## src/pwmPkg.sv

```systemverilog
`default_nettype none

package pwmPkg;

    // sample and pwm count
    localparam int SAMPLE_WIDTH = 8;

    // clocksPerCycle and step counter
    localparam int STEP_WIDTH = 16;

    // pwm periods played per sample
    localparam int REPEAT_COUNT = 8;
    localparam int REPEAT_WIDTH = 4;

    // sample queue
    localparam int FIFO_DEPTH = 4;
    localparam int FIFO_PTR_WIDTH = 2;

endpackage

`default_nettype wire

```

## src/pwmPlayer.sv

```systemverilog
`timescale 1ns/1ps
`default_nettype none

module pwmPlayer import pwmPkg::*; (
    input  logic                    clk,
    input  logic                    reset,
    input  logic [STEP_WIDTH-1:0]   clocksPerCycle,
    input  logic                    sampleReq,
    input  logic [SAMPLE_WIDTH-1:0] sampleData,
    output logic                    sampleAck,
    output logic                    pwmOut,
    output logic                    underrun
);

    logic                    push;
    logic [SAMPLE_WIDTH-1:0] pushData;
    logic                    full;
    logic                    readReq;
    logic [SAMPLE_WIDTH-1:0] fifoData;

    sampleReceiver receiver (
        .clk        (clk),
        .reset      (reset),
        .sampleReq  (sampleReq),
        .sampleData (sampleData),
        .sampleAck  (sampleAck),
        .push       (push),
        .pushData   (pushData),
        .full       (full)
    );

    sampleFifo fifo (
        .clk      (clk),
        .reset    (reset),
        .push     (push),
        .pushData (pushData),
        .full     (full),
        .readReq  (readReq),
        .dataOut  (fifoData),
        .underrun (underrun)
    );

    pwmUnit pwm (
        .clk            (clk),
        .reset          (reset),
        .clocksPerCycle (clocksPerCycle),
        .dataIn         (fifoData),
        .pwmOut         (pwmOut),
        .readReq        (readReq)
    );

endmodule

`default_nettype wire

```

## src/pwmUnit.sv

```systemverilog
`timescale 1ns/1ps
`default_nettype none

module pwmUnit import pwmPkg::*; (
    input  logic                    clk,
    input  logic                    reset,
    input  logic [STEP_WIDTH-1:0]   clocksPerCycle,
    input  logic [SAMPLE_WIDTH-1:0] dataIn,
    output logic                    pwmOut,
    output logic                    readReq
);

    localparam logic [SAMPLE_WIDTH-1:0] COUNT_LAST = '1;
    localparam logic [SAMPLE_WIDTH-1:0] COUNT_REQ  = COUNT_LAST - 1'b1;
    localparam logic [REPEAT_WIDTH-1:0] REPEAT_LAST = REPEAT_WIDTH'(REPEAT_COUNT);

    logic [REPEAT_WIDTH-1:0] repeatCount;
    logic [REPEAT_WIDTH-1:0] repeatCountNext;
    logic [SAMPLE_WIDTH-1:0] pwmCount;
    logic [SAMPLE_WIDTH-1:0] pwmCountNext;
    logic [SAMPLE_WIDTH-1:0] pwmLimit;
    logic [SAMPLE_WIDTH-1:0] pwmLimitNext;
    logic [STEP_WIDTH-1:0]   stepCount;
    logic [STEP_WIDTH-1:0]   stepCountNext;
    logic                    stepTick;
    logic                    pwmOutNext;

    // periods played for the current sample
    always_ff @(posedge clk or posedge reset) begin
        if (reset) begin
            repeatCount <= REPEAT_WIDTH'(1);
        end else begin
            repeatCount <= repeatCountNext;
        end
    end

    always_ff @(posedge clk or posedge reset) begin
        if (reset) begin
            pwmCount <= '0;
        end else begin
            pwmCount <= pwmCountNext;
        end
    end

    // duty limit, zero until the first sample loads
    always_ff @(posedge clk or posedge reset) begin
        if (reset) begin
            pwmLimit <= '0;
        end else begin
            pwmLimit <= pwmLimitNext;
        end
    end

    always_ff @(posedge clk or posedge reset) begin
        if (reset) begin
            stepCount <= STEP_WIDTH'(1);
        end else begin
            stepCount <= stepCountNext;
        end
    end

    always_ff @(posedge clk or posedge reset) begin
        if (reset) begin
            pwmOut <= 1'b1;
        end else begin
            pwmOut <= pwmOutNext;
        end
    end

    assign stepTick = (stepCount >= clocksPerCycle);

    always_comb begin
        repeatCountNext = repeatCount;
        pwmCountNext    = pwmCount;
        pwmLimitNext    = pwmLimit;
        stepCountNext   = stepCount + 1'b1;
        readReq         = 1'b0;

        if (stepTick) begin
            stepCountNext = STEP_WIDTH'(1);
            pwmCountNext  = pwmCount + 1'b1;   // wraps 255 -> 0

            if (repeatCount == REPEAT_LAST) begin
                if (pwmCount == COUNT_REQ) begin
                    readReq = 1'b1;            // fifo head ready a tick later
                end
                if (pwmCount == COUNT_LAST) begin
                    pwmLimitNext    = dataIn;
                    repeatCountNext = REPEAT_WIDTH'(1);
                end
            end else if (pwmCount == COUNT_LAST) begin
                repeatCountNext = repeatCount + 1'b1;
            end
        end

        // high for limit + 1 steps per period
        pwmOutNext = (pwmCount <= pwmLimit);
    end

    // a zero step length would stall the counters at a tick every cycle
    assert property (@(posedge clk) disable iff (reset) clocksPerCycle != '0)
        else $error("clocksPerCycle is zero");

endmodule

`default_nettype wire

```

## src/sampleFifo.sv

```systemverilog
`timescale 1ns/1ps
`default_nettype none

module sampleFifo import pwmPkg::*; (
    input  logic                    clk,
    input  logic                    reset,
    input  logic                    push,
    input  logic [SAMPLE_WIDTH-1:0] pushData,
    output logic                    full,
    input  logic                    readReq,
    output logic [SAMPLE_WIDTH-1:0] dataOut,
    output logic                    underrun
);

    logic [SAMPLE_WIDTH-1:0]   mem [FIFO_DEPTH];
    logic [FIFO_PTR_WIDTH-1:0] wrPtr;
    logic [FIFO_PTR_WIDTH-1:0] rdPtr;
    logic [FIFO_PTR_WIDTH:0]   count;
    logic                      empty;
    logic                      doPush;
    logic                      doPop;

    assign full   = (count == (FIFO_PTR_WIDTH + 1)'(FIFO_DEPTH));
    assign empty  = (count == '0);
    assign doPush = push && !full;
    assign doPop  = readReq && !empty;

    // storage
    always_ff @(posedge clk) begin
        if (doPush) begin
            mem[wrPtr] <= pushData;
        end
    end

    // write pointer, wraps with the depth
    always_ff @(posedge clk or posedge reset) begin
        if (reset) begin
            wrPtr <= '0;
        end else if (doPush) begin
            wrPtr <= wrPtr + 1'b1;
        end
    end

    // read pointer
    always_ff @(posedge clk or posedge reset) begin
        if (reset) begin
            rdPtr <= '0;
        end else if (doPop) begin
            rdPtr <= rdPtr + 1'b1;
        end
    end

    // occupancy, push and pop together leave it unchanged
    always_ff @(posedge clk or posedge reset) begin
        if (reset) begin
            count <= '0;
        end else begin
            case ({doPush, doPop})
                2'b10:   count <= count + 1'b1;
                2'b01:   count <= count - 1'b1;
                default: count <= count;
            endcase
        end
    end

    // registered head, holds on an empty pop
    always_ff @(posedge clk or posedge reset) begin
        if (reset) begin
            dataOut <= '0;
        end else if (doPop) begin
            dataOut <= mem[rdPtr];
        end
    end

    // sticky until reset
    always_ff @(posedge clk or posedge reset) begin
        if (reset) begin
            underrun <= 1'b0;
        end else if (readReq && empty) begin
            underrun <= 1'b1;
        end
    end

    // a push into a full queue would be lost
    assert property (@(posedge clk) disable iff (reset) push |-> !full)
        else $error("sample pushed into a full FIFO");

endmodule

`default_nettype wire

```

## src/sampleReceiver.sv

```systemverilog
`timescale 1ns/1ps
`default_nettype none

module sampleReceiver import pwmPkg::*; (
    input  logic                    clk,
    input  logic                    reset,
    input  logic                    sampleReq,
    input  logic [SAMPLE_WIDTH-1:0] sampleData,
    output logic                    sampleAck,
    output logic                    push,
    output logic [SAMPLE_WIDTH-1:0] pushData,
    input  logic                    full
);

    typedef enum logic {
        waitReq,
        waitRelease
    } stateType;

    stateType state;
    stateType stateNext;
    logic     sampleAckNext;

    // handshake state
    always_ff @(posedge clk or posedge reset) begin
        if (reset) begin
            state <= waitReq;
        end else begin
            state <= stateNext;
        end
    end

    // ack follows the state, registered
    always_ff @(posedge clk or posedge reset) begin
        if (reset) begin
            sampleAck <= 1'b0;
        end else begin
            sampleAck <= sampleAckNext;
        end
    end

    always_comb begin
        stateNext     = state;
        sampleAckNext = sampleAck;
        push          = 1'b0;

        case (state)
            waitReq: begin
                if (sampleReq && !full) begin   // wait out back-pressure
                    push          = 1'b1;
                    sampleAckNext = 1'b1;
                    stateNext     = waitRelease;
                end
            end
            waitRelease: begin
                if (!sampleReq) begin           // host released, drop ack
                    sampleAckNext = 1'b0;
                    stateNext     = waitReq;
                end
            end
            default: begin
                stateNext = waitReq;
            end
        endcase
    end

    assign pushData = sampleData;   // stable while sampleReq is high

    // host keeps the data steady while it holds the request
    assert property (@(posedge clk) disable iff (reset)
        sampleReq && $past(sampleReq) |-> $stable(sampleData))
        else $error("sampleData changed while sampleReq was held");

endmodule

`default_nettype wire

```

## config.mk

```make
export PLATFORM = sky130hd
export DESIGN_NAME = pwmPlayer
export DESIGN_NICKNAME = d
export VERILOG_FILES = /design/src/pwmPkg.sv /design/src/pwmPlayer.sv /design/src/pwmUnit.sv /design/src/sampleFifo.sv /design/src/sampleReceiver.sv
export SDC_FILE = /design/constraint.sdc
export NUM_CORES = 1
export LEC_CHECK = 0
export ABC_AREA = 0
export ABC_CLOCK_PERIOD_IN_PS = 8000
export BUFFER_PORTS_ARGS = -buffer_cell sky130_fd_sc_hd__buf_2
export CORE_UTILIZATION = 48
export DETAILED_ROUTE_END_ITERATION = 16
export GPL_TIMING_DRIVEN = 0
export HOLD_SLACK_MARGIN = 0.12
export PLACE_DENSITY = 0.66
export SYNTH_ARGS = -nofsm -noshare
export SYNTH_HDL_FRONTEND = slang
export SYNTH_SLANG_ARGS = --single-unit
export TNS_END_PERCENT = 5
```

## constraint.sdc

```tcl
create_clock -name clk -period 8 [get_ports clk]
set_clock_uncertainty 0.1 [all_clocks]
set_input_delay 1.2 -clock clk [delete_from_list [all_inputs] [get_ports clk]]
set_output_delay 1.2 -clock clk [all_outputs]
set_load 0.02 [all_outputs]
```

* Yosys cells after proc, flatten, opt, wreduce, memory -nomap -nowiden
Memories as Yosys holds them, arrays and structs flattened. A register that Yosys moved wholly into a read port is not among the register bits. Cells that the tools add are included.
Word-level totals: bits in registers 47, latch bits 0, bits in writable memories 32, bits in read-only memories 0, output and inout port bits 3, memories kept 1
Memories:
- fifo.mem | words 4, bits a word 8, rd ports 1, clocked after memory_dff 1, write ports 1, line sampleFifo.sv:15 | logic [SAMPLE_WIDTH-1:0] mem [FIFO_DEPTH];
Operators by class: add/sub/neg operators 7, multipliers 0, divide/modulo/power cells 0, magnitude comparators 2, eq/ne operators 8, shift-type cells 0, muxes and demuxes 17, bitwise operators 1, reductions and logical operators 11
Operators by type and width (number):
- $add 16x1->16 const B | 1
- $eq 8x8->1 const B | 2
- $ge 16x16->1 | 1
- $mux 16 | 1
- $mux 4 | 3
- $mux 1 | 10
- $add 8x1->8 const B | 1
- $le 8x8->1 | 1
- $pmux 3 s2 | 1
- $add 2x1->2 const B | 2
- $add 4x1->4 const B | 1
- $eq 4x4->1 const B | 1
- $logic_and 1x1->1 | 4
- $pmux 1 s2 | 2
- $reduce_and 2->1 | 2
- $add 3x1->3 const B | 1
- $eq 3x3->1 const B | 1
- $logic_not 3->1 | 1
- $reduce_and 3->1 | 1
- $sub 3x1->3 const B | 1
- $eq 2x1->1 const B | 1
- $eq 2x2->1 const B | 1
- $logic_not 1->1 | 2
- $ne 2x1->1 const B | 1
- other kinds (3) | 3

* Depth between registers and ports, before layout
depth after elaboration 8, mapped depth 14, depth with buffers taken out 14

* Cells and area by module
Synthesis repeated with hierarchy kept, for this count alone.
Unflattened totals: cells, all modules 366, area total of the unflattened synthesis 4396.7 um^2
By module, submodules not included:
- pwmUnit | instances 1, cells an instance 235, area an instance 2326.0 um^2, seq. area each 929.6 um^2
- sampleFifo | instances 1, cells an instance 115, area an instance 1919.3 um^2, seq. area each 1361.3 um^2
- sampleReceiver | instances 1, cells an instance 16, area an instance 151.4 um^2, seq. area each 50.0 um^2

* Worst setup path before layout
Ideal clock, no wire load.
path kind in2reg, start input port clocksPerCycle[1], end register fifo.count[2], setup time 0.125 ns, data arrival time 3.307 ns, required time 7.775 ns, slack 4.468 ns, stages on the path 14, buffers on the path 0, cell sequence inv_1 > ha_1 > nor2b_1 > o211a_1 > o311ai_1 > nand3_2 > nand3_2 > inv_1 > ha_1 > inv_1 > fa_1 > xor2_1 > nor2_1 > xor2_1
On the way: longest elaborated chain between the ends 5, elaborated cells on any way between the ends 7, those cells by class order compare: 1; eq/ne: 2; mux: 2; reduce/logical: 2
Ends and longest elaborated chain:
- start: declaration | line pwmPlayer.sv:7 | input logic [STEP_WIDTH-1:0] clocksPerCycle,
- $ge 16x16->1 * | line pwmUnit.sv:70 | assign stepTick = (stepCount >= clocksPerCycle);
- $mux 1 * | line pwmUnit.sv:79 | if (stepTick) begin
- $logic_and 1x1->1 * | line sampleFifo.sv:26 | assign doPop = readReq && !empty;
- net fifo.doPop | line sampleFifo.sv:21 | logic doPop;
- $eq 2x1->1 / $eq 2x2->1 (equally long branches) | line sampleFifo.sv:58 | case ({doPush, doPop})
- $pmux 3 s2 / $reduce_bool 2->1 (equally long branches)
- end signal: assignment | line sampleFifo.sv:59 | 2'b10: count <= count + 1'b1;
- end signal: assignment | line sampleFifo.sv:60 | 2'b01: count <= count - 1'b1;
- end signal: assignment | line sampleFifo.sv:61 | default: count <= count;
- end: declaration | line sampleFifo.sv:18 | logic [FIFO_PTR_WIDTH:0] count;
Mark *: on every way through the listed nets, which the timed path passes. The rest lies on a longest branch. A chain may end at the register's enable or synchronous reset.

* Final worst setup path
Ends and elaborated chain as after synthesis.

==> metrics.md <==
| Metric | Value |
|---|---|
| Outcome | `complete, no violations` |
| Seq/Total Area, Yosys | `55.4%` |
| Core Footprint | `8380 um2` |
| WP buf/inv | `4` |
| First-pass GRT wire length | `10.8 mm` |
| Antenna violations before repair | `0` |
| CP max stage delay | `0.40 ns` |
| Post-Syn Instances | `338` |
| Switch Pwr | `0.358 mW` |
| Gr usage total | `16.1%` |
| WHS Path Cells | `1` |
| Clock transition at the registers of the reported paths | `0.08 ns` |
| Max-slew headroom | `38.5%` |
| FF-to-FF End | `fifo.count[2]` |
| # rows | `33` |
| Global route overflow | `0` |
| CTS tree | `built` |
| Crit-path leading delay family | `simple AND/OR/NAND/NOR gates` |
| Hold Startpoint | `receiver.state` |
| CTS H-tree lvls | `3` |
| Period utilisation layout | `45.6%` |
| Highest clock rate | `0.274 GHz` |
| RR Startpoint | `pwm.stepCount[0]` |
| Area contributors post-synth | `dfrtp_1 31%, edfxtp_1 23%, ha_1 10%, mux2_2 4.8%, mux4_2 4.3%` |
| Post-DP Area | `4530 um2` |
| Cell Area, Synth | `4230 um2` |
| Top cell type's share of synthesized area | `30.8%` |
| Combinational Power Share | `22.2%` |
| IO buf count | `29` |
| Via-to-Cell Ratio | `5.21` |
| Post-CTS resize count | `0` |
| Clock sink total | `87` |
| Routed wire length | `6.59 mm` |
| VDD IR max | `0.147 mV` |
| Critical Path RT | `8.14 ns` |
| Nets@finish | `441` |
| Worst Reg2Reg Path Length in Cells | `14` |
| Final min period | `3.64 ns` |
| Type of origin of the critical path | `input port` |
| Die span in y | `95.9 um` |
| Root Buffer | `clkbuf_8` |
| CP Capture Type | `flip-flop` |
| DPL Wire Length | `4.88 mm` |
| Async S/R FF share, synth | `63.2%` |
| Wire per inst | `13.5 um` |
| Fin. max-slew vios | `0` |
| WP data arrival | `3.78 ns` |
| Placed Cells incl. Taps | `473` |
| P&R area growth vs syn | `11.0%` |
| Crit-path cells | `buf_2 -> inv_1 -> ha_1 -> nor2b_1 -> o211a_1 -> o311ai_1 -> nand3_2 -> nand3_2 -> inv_1 -> ha_1 -> inv_1 -> fa_1 -> xor2_1 -> nor2_1 -> xor2_1` |
| Critical Path Source | `clocksPerCycle[1]` |
| IO Pins | `30` |
| Max-cap check violation count | `0` |
| P per Cell Area | `239 nW/um2` |
| Clock power share | `23.9%` |
| Post-synth top area cell | `dfrtp_1` |
| Final GP Congestion | `0.752` |
| RSZ-0062 raised after global routing | `false` |
| Clock Tree Buf Depth | `2` |
| Main synth FF type | `dfrtp_1` |
| Synth top cells by count | `52 x dfrtp_1, 39 x inv_1, 34 x ha_1` |
| Detailed Route Iter0 Violations | `82` |
| HP Class | `reg -> reg` |
| Final Cell Area | `4700 um2` |
| Share of post-route cells with drive strength above 1 | `21.6%` |
| Average size of a mapped cell | `12.5 um2` |
| Yosys Warn Count | `0` |
| Crit path top cell by count | `inv_1` |
| Post-route DRC | `0` |
| Worst skew pair latency | `0.35 ns` |
| Number of global-route vias before repair | `2,445` |
| Leak Pwr | `2.17 nW` |
| Flops & latches, synth | `87` |
| CP max stage cell | `o311ai_1` |
| Endpoints failing setup | `0` |
| Hold-fix buffers, CTS | `0` |
| Final Instance Count excl. Fillers | `489` |
| Initial Util | `50.5%` |
| Post-DRT Antenna Nets | `0` |
| Largest net degree at the start of global routing | `40` |
| TritonCTS Buffers | `9` |
| Hold Violations, Final | `0` |
| Top-count cell post-synth | `dfrtp_1` |
| Vias | `2,548` |
| Setup TNS | `0 ns` |
| # Post-CTS Setup Buffers | `0` |
| Layout fillers | `700` |
| Sequential Power Share | `53.9%` |
| Detailed Routing Iterations Pass 1 | `4` |
| Setup CP Type | `in -> reg` |
| Worst Hold Path EP | `receiver.sampleAck` |
| Max FO, Critical Path | `10` |
| Inserted Diodes | `0` |
| Slew of the pin with the lowest slew margin | `0.917 ns` |
| Internal power | `0.763 mW` |
| Switching part of the total | `31.9%` |
| Die area | `9190 um2` |
| Die X-Extent | `95.9 um` |
| Unique masters post-synth | `40` |
| R2R setup slack | `4.84 ns` |
| Net count after synthesis | `400` |
| Post-synth EDFFs | `32` |
==> logic make-up after synthesis <==
kind of cell	synth area share (%)
and+or+nand+nor	11.0
DFF	55.4
muxes	9.29
AOI/OAI and AO/OA	4.65
adders and majority gates	10.5
xor gates and xnor gates	5.18
buffers and inverters	3.96
==> registers in the layout, summed over array words and instances, names as in the netlist, 3 cells and up <==
name,count
fifo.dataOut,8
pwm.stepCount,16
pwm.repeatCount,4
fifo.mem,32
pwm.pwmLimit,8
fifo.count,3
pwm.pwmCount,8
==> metrics by stage <==
| step | worst slack [ns] | util, % | power (mW) | hold slack, ns |
|---|---|---|---|---|
| after floorplan | 4.47 | - | 0.786 | 0.340 |
| after global placement | 4.00 | 53.8 | 0.846 | 0.360 |
| after detailed placement | 3.94 | 54.0 | 0.866 | 0.368 |
| after CTS | 4.32 | 56.0 | 1.14 | 0.388 |
| after global routing | 4.11 | 56.0 | 1.20 | 0.417 |
| final | 4.36 | 56.0 | 1.12 | 0.390 |
==> power by group through the flow <==
stage	logic, mW	registers (mW)	clock network [mW]
finish	0.249	0.604	0.268
global route	0.287	0.615	0.294
CTS	0.255	0.604	0.278
detailed placement	0.252	0.613	0
global placement	0.236	0.610	0
floorplan	0.186	0.600	0
==> layout make-up <==
type,count,area (um2),share of cell area (%)
repair buffers,30,165,3.52
flip-flops and latches,87,2340,49.9
plain buffers,5,21.3,0.453
well taps,105,131,2.80
inverters,39,146,3.12
clock buffers,9,124,2.64
multi-input cells,207,1720,36.6
clock inverters,7,46.3,0.986
==> metal layers <==
layer | vias to the layer above | global-route usage (%) | share of wire, %
li1 | 1266 | - | -
met1 | 1235 | 18.3 | 45
met2 | 35 | 29.0 | 51
met3 | 12 | 3.32 | 2.8
met4 | 0 | 7.46 | 1.9
met5 | - | 0 | 0
==> worst max path at each step <==
stage	to	slack, ns	depth (start not counted)
2_1_floorplan	fifo.count[2]	4.47	14
3_3_place_gp	fifo.count[2]	4.00	15
3_5_place_dp	fifo.count[2]	3.94	15
4_1_cts	fifo.count[1]	4.32	13
5_1_grt	fifo.count[2]	4.11	15
6_report	fifo.count[2]	4.36	15
==> placed cells by master (no fill, tap or decap), types with 2 or more instances in the layout <==
cell        synthesis  layout
a21o_1              2       2
a21oi_1            12      12
a31oi_1             2       2
and2_1              5       5
and3_1              5       5
buf_1               3       3
buf_2               2      31
clkbuf_8            0       9
clkinv_2            0       2
clkinvlp_4          0       2
dfrtp_1            52      52
dfstp_2             3       3
edfxtp_1           32      32
ha_1               34      34
inv_1              39      38
inv_6               0       2
mux2_2             18      18
mux4_2              8       8
nand2_1            14      14
nand2b_1            4       4
nand3_1            14      14
nand3_2             2       2
nand4_1            10      10
nor2_1             23      23
nor2b_1             3       3
nor3_1              2       2
o21ai_0             8       8
or3_1               2       2
xnor2_1            13      13
xor2_1             12      12
Power figures use the tool's default switching activity.
